<file path="config.mk">
export PLATFORM = sky130hd
export DESIGN_NAME = operandHazardUnit
export DESIGN_NICKNAME = d
export VERILOG_FILES = /design/src/logic/isaPkg.sv /design/src/logic/pipePkg.sv /design/src/logic/regFile.sv /design/src/logic/forwardUnit.sv /design/src/logic/hazardDetect.sv /design/src/logic/operandRouter.sv /design/src/logic/operandHazardUnit.sv
export SDC_FILE = /design/constraint.sdc
export NUM_CORES = 2
export LEC_CHECK = 0
export ABC_AREA = 1
export BUFFER_PORTS_ARGS = -buffer_cell sky130_fd_sc_hd__buf_2
export CAP_MARGIN = 20
export CORE_UTILIZATION = 45
export DETAILED_ROUTE_END_ITERATION = 10
export PLACE_DENSITY = 0.65
export SYNTH_ARGS = -nofsm -noshare
export SYNTH_HDL_FRONTEND = slang
export SYNTH_SLANG_ARGS = --single-unit
</file>
<file path="constraint.sdc">
create_clock -name clk -period 2.37 [get_ports clk]
set_input_delay 0.237 -clock clk [delete_from_list [all_inputs] [get_ports clk]]
set_output_delay 0.237 -clock clk [all_outputs]
set_load 0.005 [all_outputs]
</file>
<file path="src/logic/isaPkg.sv">
`default_nettype none

package isaPkg;

    // ----------------------------------------
    // ISA widths
    // ----------------------------------------
    localparam int regIdxWidth = 5;                // Register number width
    localparam int opWidth     = 3;                // Instruction class code width
    localparam int numRegs     = 2 ** regIdxWidth; // 32 architectural registers

    typedef logic [regIdxWidth-1:0] regIdx;        // Register number, r0 is hardwired zero

    // ----------------------------------------
    // Instruction class
    // ----------------------------------------
    // Only what the hazard logic cares about, not the full decode
    typedef enum logic [opWidth-1:0] {
        opAlu   = 3'd0, // R-type or immediate ALU op, result goes to rd
        opLoad  = 3'd1, // lw, result goes to rt one stage late
        opStore = 3'd2, // sw, reads rs and rt, writes nothing
        opBeq   = 3'd3, // Branch if equal, resolved in ID
        opBne   = 3'd4, // Branch if not equal, resolved in ID
        opNop   = 3'd5  // Bubble
    } opcode;

endpackage

`default_nettype wire

</file>
<file path="src/logic/pipePkg.sv">
`default_nettype none

package pipePkg;

    import isaPkg::*;

    localparam int dataWidth = 32; // Datapath word, fixes the struct widths below

    typedef logic [dataWidth-1:0] dataWord;

    // Mux select for a forwarded operand, same codes as the classic forward unit
    typedef enum logic [1:0] {
        fwdNone  = 2'd0, // Own value, register file or ID/EX latch
        fwdExMem = 2'd1, // ALU result one stage ahead
        fwdMemWb = 2'd2  // Write-back value two stages ahead
    } fwdSel;

    // ----------------------------------------
    // Stage snapshots
    // ----------------------------------------
    typedef struct packed {
        opcode op;       // Class of the instruction being decoded
        regIdx rs;
        regIdx rt;
    } ifIdInfo;

    typedef struct packed {
        opcode   op;
        regIdx   rs;
        regIdx   rt;       // Also the destination of a load
        regIdx   rd;       // Destination of an ALU op
        logic    regWrite;
        dataWord rsValue;  // Read in ID, possibly stale
        dataWord rtValue;
    } idExInfo;

    typedef struct packed {
        logic    regWrite;
        logic    isLoad;   // Result not known until MEM finishes
        regIdx   dst;
        dataWord result;   // ALU output, meaningless for a load
    } exMemInfo;

    typedef struct packed {
        logic    regWrite;
        regIdx   dst;
        dataWord data;     // Final value, ALU result or load data
    } memWbInfo;

endpackage

`default_nettype wire

</file>
<file path="src/logic/regFile.sv">
`timescale 1ns/1ps
`default_nettype none

module regFile
    import isaPkg::*;
    import pipePkg::*;
(
    input  logic     clk,
    input  logic     rst,
    input  memWbInfo memWb,   // Write port, straight from write-back
    input  regIdx    rs,
    input  regIdx    rt,
    output dataWord  rsData,
    output dataWord  rtData
);

    dataWord regs [numRegs];
    logic    wrEn;

    assign wrEn = memWb.regWrite && (memWb.dst != '0); // r0 stays zero

    always_ff @(posedge clk) begin
        if (rst) begin
            regs <= '{default: '0};
        end else if (wrEn) begin
            regs[memWb.dst] <= memWb.data;
        end
    end

    // Asynchronous read, same-cycle write shows the old value
    assign rsData = regs[rs];
    assign rtData = regs[rt];

    // ----------------------------------------
    // Checks
    // ----------------------------------------
    zeroReadsZero: assert property (@(posedge clk) disable iff (rst)
        ((rs != '0) || (rsData == '0)) && ((rt != '0) || (rtData == '0)));

endmodule

`default_nettype wire

</file>
<file path="src/logic/forwardUnit.sv">
`timescale 1ns/1ps
`default_nettype none

module forwardUnit
    import isaPkg::*;
    import pipePkg::*;
(
    input  ifIdInfo  ifId,
    input  idExInfo  idEx,
    input  exMemInfo exMem,
    input  memWbInfo memWb,
    output fwdSel    fwdAId,  // Branch compare operand rs
    output fwdSel    fwdBId,  // Branch compare operand rt
    output fwdSel    fwdAEx,  // ALU operand A
    output fwdSel    fwdBEx   // ALU operand B
);

    logic isBranch;

    // Stage writes a real register that matches src
    function automatic logic hits(logic wr, regIdx dst, regIdx src);
        return wr && (dst != '0) && (dst == src);
    endfunction

    // Younger stage wins, EX/MEM holds the newer value
    function automatic fwdSel exPick(regIdx src, exMemInfo em, memWbInfo mw);
        if (hits(em.regWrite, em.dst, src))
            return fwdExMem;
        else if (hits(mw.regWrite, mw.dst, src))
            return fwdMemWb;
        return fwdNone;
    endfunction

    // Loads in EX/MEM have no data yet, hazard logic stalls the branch instead
    function automatic fwdSel idPick(regIdx src, exMemInfo em, memWbInfo mw);
        if (hits(em.regWrite, em.dst, src) && !em.isLoad)
            return fwdExMem;
        else if (hits(mw.regWrite, mw.dst, src))
            return fwdMemWb;
        return fwdNone;
    endfunction

    assign isBranch = (ifId.op == opBeq) || (ifId.op == opBne);

    // ----------------------------------------
    // EX stage, ALU operands
    // ----------------------------------------
    assign fwdAEx = exPick(idEx.rs, exMem, memWb);
    assign fwdBEx = exPick(idEx.rt, exMem, memWb);

    // ----------------------------------------
    // ID stage, early branch compare
    // ----------------------------------------
    assign fwdAId = isBranch ? idPick(ifId.rs, exMem, memWb) : fwdNone;
    assign fwdBId = isBranch ? idPick(ifId.rt, exMem, memWb) : fwdNone;

    // r0 is never a forwarding target, whichever stage claims to write it
    always_comb begin
        assert final ((idEx.rs != '0) || (fwdAEx == fwdNone));
        assert final ((idEx.rt != '0) || (fwdBEx == fwdNone));
        assert final ((ifId.rs != '0) || (fwdAId == fwdNone));
        assert final ((ifId.rt != '0) || (fwdBId == fwdNone));
        // A load result must never reach the comparator from EX/MEM
        assert final (!exMem.isLoad || ((fwdAId != fwdExMem) && (fwdBId != fwdExMem)));
    end

endmodule

`default_nettype wire

</file>
<file path="src/logic/hazardDetect.sv">
`timescale 1ns/1ps
`default_nettype none

module hazardDetect
    import isaPkg::*;
    import pipePkg::*;
(
    input  ifIdInfo  ifId,
    input  idExInfo  idEx,
    input  exMemInfo exMem,
    output logic     stall   // Hold IF/ID, bubble into EX
);

    logic  isBranch;
    regIdx exDst;       // Register the EX instruction will write
    logic  loadUse;
    logic  branchHaz;

    // Nonzero register that the ID instruction reads
    function automatic logic readsReg(regIdx r, ifIdInfo id);
        return (r != '0) && ((r == id.rs) || (r == id.rt));
    endfunction

    assign isBranch = (ifId.op == opBeq) || (ifId.op == opBne);
    assign exDst    = (idEx.op == opLoad) ? idEx.rt : idEx.rd; // Loads target rt

    // ----------------------------------------
    // Load-use, data arrives after MEM
    // ----------------------------------------
    assign loadUse = (idEx.op == opLoad) && readsReg(idEx.rt, ifId);

    // ----------------------------------------
    // Branch operands not ready in ID
    // ----------------------------------------
    always_comb begin
        branchHaz = 1'b0;
        if (isBranch) begin
            if (idEx.regWrite && readsReg(exDst, ifId))
                branchHaz = 1'b1;    // ALU result only exists at the end of EX
            if (exMem.regWrite && exMem.isLoad && readsReg(exMem.dst, ifId))
                branchHaz = 1'b1;    // Load still in MEM, one more cycle
        end
    end

    assign stall = loadUse || branchHaz;

endmodule

`default_nettype wire

</file>
<file path="src/logic/operandRouter.sv">
`timescale 1ns/1ps
`default_nettype none

module operandRouter
    import isaPkg::*;
    import pipePkg::*;
(
    input  ifIdInfo  ifId,
    input  idExInfo  idEx,
    input  exMemInfo exMem,
    input  memWbInfo memWb,
    input  dataWord  rsData,      // Register file reads for ID
    input  dataWord  rtData,
    input  fwdSel    fwdAId,
    input  fwdSel    fwdBId,
    input  fwdSel    fwdAEx,
    input  fwdSel    fwdBEx,
    input  logic     stall,
    output dataWord  operandAEx,
    output dataWord  operandBEx,
    output logic     branchTaken
);

    dataWord cmpA;   // Forwarded ID compare operands
    dataWord cmpB;
    logic    cond;

    // 3:1 operand mux
    function automatic dataWord pick(fwdSel sel, dataWord own, dataWord exRes, dataWord wbData);
        case (sel)
            fwdExMem: return exRes;
            fwdMemWb: return wbData;
            default:  return own;
        endcase
    endfunction

    assign cmpA = pick(fwdAId, rsData, exMem.result, memWb.data);
    assign cmpB = pick(fwdBId, rtData, exMem.result, memWb.data);

    assign operandAEx = pick(fwdAEx, idEx.rsValue, exMem.result, memWb.data);
    assign operandBEx = pick(fwdBEx, idEx.rtValue, exMem.result, memWb.data);

    // ----------------------------------------
    // Branch resolution in ID
    // ----------------------------------------
    always_comb begin
        case (ifId.op)
            opBeq:   cond = (cmpA == cmpB);
            opBne:   cond = (cmpA != cmpB);
            default: cond = 1'b0;             // Not a branch
        endcase
    end

    assign branchTaken = cond && !stall;  // Operands may be stale while stalled

endmodule

`default_nettype wire

</file>
<file path="src/logic/operandHazardUnit.sv">
`timescale 1ns/1ps
`default_nettype none

module operandHazardUnit
    import pipePkg::*;
(
    input  logic     clk,
    input  logic     rst,
    input  ifIdInfo  ifId,
    input  idExInfo  idEx,
    input  exMemInfo exMem,
    input  memWbInfo memWb,
    output dataWord  operandAEx,
    output dataWord  operandBEx,
    output logic     branchTaken,
    output logic     stall
);

    dataWord rsData;   // ID register reads
    dataWord rtData;
    fwdSel   fwdAId;
    fwdSel   fwdBId;
    fwdSel   fwdAEx;
    fwdSel   fwdBEx;

    // ----------------------------------------
    // Storage
    // ----------------------------------------
    regFile regFile0 (
        .clk    (clk),
        .rst    (rst),
        .memWb  (memWb),
        .rs     (ifId.rs),
        .rt     (ifId.rt),
        .rsData (rsData),
        .rtData (rtData)
    );

    // ----------------------------------------
    // Decisions
    // ----------------------------------------
    forwardUnit forwardUnit0 (
        .ifId   (ifId),
        .idEx   (idEx),
        .exMem  (exMem),
        .memWb  (memWb),
        .fwdAId (fwdAId),
        .fwdBId (fwdBId),
        .fwdAEx (fwdAEx),
        .fwdBEx (fwdBEx)
    );

    hazardDetect hazardDetect0 (
        .ifId  (ifId),
        .idEx  (idEx),
        .exMem (exMem),
        .stall (stall)
    );

    // Data muxes and branch compare
    operandRouter operandRouter0 (
        .ifId        (ifId),
        .idEx        (idEx),
        .exMem       (exMem),
        .memWb       (memWb),
        .rsData      (rsData),
        .rtData      (rtData),
        .fwdAId      (fwdAId),
        .fwdBId      (fwdBId),
        .fwdAEx      (fwdAEx),
        .fwdBEx      (fwdBEx),
        .stall       (stall),
        .operandAEx  (operandAEx),
        .operandBEx  (operandBEx),
        .branchTaken (branchTaken)
    );

endmodule

`default_nettype wire

</file>
==> metrics.md <==
| Metric | Value |
|---|---|
| FFs w/ async S/R, synth | 0% |
| Fin nets | 11,000 |
| RePlAce Congestion | between 1 and 1.5 |
| Setup ws final | -1.03 ns |
| Worst reg2reg path depth | 3 |
| CP cell instances | or2_2 > nand3_1 > nand2_1 > nand2_1 > nand3_1 > nand2_1 > nand2_1 > nand2_2 > nand2_1 > nand2_2 > xnor2_2 > nand2_2 > nor2_4 > nand2_2 > nor2_4 > a21oi_2 > nor2_2 > buf_2 |
| Yosys warns | 0 |
| Vias in the first global route | between 60,000 and 70,000 |
| Vias | about 75,000 |
| Number of fillers in the final layout | around 13,000 |
| Row count | roughly 140 |
| Failing checks | negative setup slack |
| Top Usage Layer GRT | met2 |
| Final Max Tran Viols | 0 |
| DR iter-0 viols | between 10,000 and 15,000 |
| Worst Max-Slew Pin Slew | roughly 0.85 ns |
| First-pass GRT wire length | about 430,000 um |
| Largest regs | regFile0.regs x1024 |
| Finish-stage setup viols | 3 |
| Vias per cell | 5.90 |
| Die Y | about 370 um |
| Crit path kind | reg2out |
| PwrDens | 565 nW/um^2 |
| Synthesized area | just over 60,000 um^2 |
| Syn Nets | between 10,000 and 15,000 |
| Initial Utilization | 45.5% |
| TritonCTS clock tree | yes |
| Detailed placement HPWL | 188,000 um |
| Most common cell after layout, fill and taps aside | nand2_1 |
| Port Buffers | between 200 and 250 |
| Register area share after synthesis | between 30 and 40% |
| Setup crit end kind | output port |
| Most used cell, CP | nand2_1 |
| Internal | 30,700 uW |
| Syn Inst Count | a little over 10,000 |
| CTS buffer count | ~110 |
| Seq cells post-synth | between 1,000 and 1,500 |
| GRT Util Overall | 40.2% |
| ANT nets after route | 0 |
| Grt met2 use | between 50% and 60% |
| Clock Skew | 0 ns |
| Routed WL | 292,000 um |
| Clk sinks | 1,024 |
| Setup_tns | -1.09 ns |
| Worst EP required | 2.13 ns |
| Critical path's largest stage delay | 0.31 ns |
| RSZ-0062 raised after global routing | true |
| Gate power share | between 10% and 20% |
| Layout cell share with drive strength beyond 1 | around 18% |
| WP buf/inv | 1 |
| H-tree Lvls | 3 |
| Leakage Power | approximately 0.034 uW |
| Die area | 139,000 um^2 |
| Min-Delay Path Depth | 4 |
| Overflow after GRT | 0 |
| Final hold vios | 0 |
| Max FFs per register | between 1,000 and 1,500 |
| Worst vdd rail ir drop | 0.611 mV |
| Commonest non-fill, non-tap cells in the layout | nand2_1 (3,151), nand3_1 (1,429), buf_4 (1,023) |
| Pin count of the biggest net entering global routing | around 120 |
| Final Hold Slack | around 0.042 ns |
| Clock Tree Buf Depth | 3 |
| Post-synth cell types | 40 |
| Clk pwr share | 42.6% |
| Initial antenna violation count | 12 |
| Die extent in x | ~370 um |
| WP data arrival | approximately 3.2 ns |
| Final core occ | a little under three fifths |
| Worst min-delay path category | in2reg |
| Fmax | about 290 MHz |
| Seq pwr share | 39.8% |
| Clock root buffer | clkbuf_16 |
| Switching power total | around 13,000 uW |
| Commonest register cell after synthesis | dfxtp_1 |
| EDFF count, synth | 0 |
| Mean Syn Cell Area | just over 6 um^2 |
| Status | finished, violations left |
| Remaining DRCs | 0 |
| Reg with most FFs | regFile0.regs |
| Tmin final | approximately 3.4 ns |
| Met3 Use GR | around 11% |
| Drt pass-1 iters | 9 |
| Worst setup SP type | flop |
| Cell count along the critical path | 18 |
| Drt wl/cell | ~23 um |
| Max transition margin | between 40% and 50% |
| Clock transition at path regs | roughly 0.06 ns |
| Area of the core | approximately 140,000 um^2 |
| Worst skew pair latency | between 0.7 and 0.8 ns |
| Max-Cap Viols | 0 |
| Final worst path period share | 144% |
| Max stage delay cell, worst path | dfxtp_1 |
| Crit-path max FO | 2 |
| Worst path top cell family by delay | simple AND/OR/NAND/NOR gates |
| Ports | 241 |
| Sw Share | a little under a third |
| Area Overhead vs Synth | 25.7% |
| GR Util met1 | 52.8% |
logic make-up (layout without fill, tap and decap cells):
kind of cell    count (synthesis)  count (layout)  synth area share [%]
compound gates               1497            1497                  16.0
xor+xnor                       37              37                 0.536
buf+inv                      1944            2688                  12.5
flops                        1024            1024                  33.2
mux                             6               6                0.0971
other cells                     0               1                     0
simple gates                 5669            5669                  37.7
power groups by stage:
stage,Clock (uW),Sequential (uW),Combinational [uW]
global route,19400,17500,8110
detailed placement,0,17900,7170
finish,18700,17500,7710
CTS,18700,17500,7310
floorplan,0,17900,3990
global placement,0,17900,7140
through the flow:
step	cell area (um^2)	cells	worst slack (ns)	total power, uW
finish	77700	12700	-1.03	43900
global route	77700	12700	-1.14	45100
CTS	77200	12700	-0.946	43500
detailed placement	72800	12500	-1.47	25000
global placement	72800	12500	-1.51	25000
floorplan	61800	10200	0.0826	21800
cells in the mapped netlist, types with 125 or more instances:
| cell type | instances | area share [%] |
|---|---|---|
| nand3_1 | 1481 | 12 |
| buf_2 | 280 | 2.3 |
| clkbuf_1 | 454 | 2.8 |
| o21ai_0 | 259 | 2.1 |
| nand2_1 | 3214 | 20 |
| a21oi_1 | 281 | 2.3 |
| inv_1 | 954 | 5.8 |
| o211ai_1 | 125 | 1.5 |
| buf_1 | 179 | 1.1 |
| a211oi_1 | 823 | 10 |
| nor2_1 | 921 | 5.6 |
| dfxtp_1 | 1024 | 33 |
worst paths after layout:
path | start | end | slack (ns)
max reg2reg | regFile0.regs[926] | regFile0.regs[926] | 1.41
min | memWb[0] | regFile0.regs[768] | 0.04
min reg2reg | regFile0.regs[1022] | regFile0.regs[1022] | 0.44
max | regFile0.regs[699] | branchTaken | -1.03
layer usage:
metal | up-vias | routed length, um
li1 | 34300 | -
met1 | 34400 | 112000
met3 | 1121 | 40600
met2 | 5112 | 119000
met5 | - | 113
met4 | 18 | 20300
tightest hold or removal path: cells and delay by family:
family,cells,cell delay (ns)
simple gates,1,0.11
buf+inv,2,0.38
compound gates,1,0.04
final cells by class:
| cell class | count | area, um^2 | share of cell area (%) |
|---|---|---|---|
| multi-input cells | 7209 | 34300 | 44.1 |
| well taps | 1781 | 2230 | 2.87 |
| flip-flops and latches | 1024 | 20500 | 26.4 |
| inverters | 1007 | 3830 | 4.92 |
| repair buffers | 1471 | 13000 | 16.7 |
| diodes | 1 | 2.50 | 0.00322 |
| clock buffers | 165 | 3370 | 4.33 |
| clock inverters | 45 | 485 | 0.625 |
repair_timing:
item | 4_1_cts | 5_1_grt
buffers inserted | 1 | 12
hold endpoints to repair | 66 | 0
hold buffers | 8 | 0
gates resized for setup | 154 | 131
gates cloned | 0 | 4
pin swaps | 54 | 53
setup endpoints to repair | 7 | 20
Note: power is estimated with default switching activity, not from simulation.
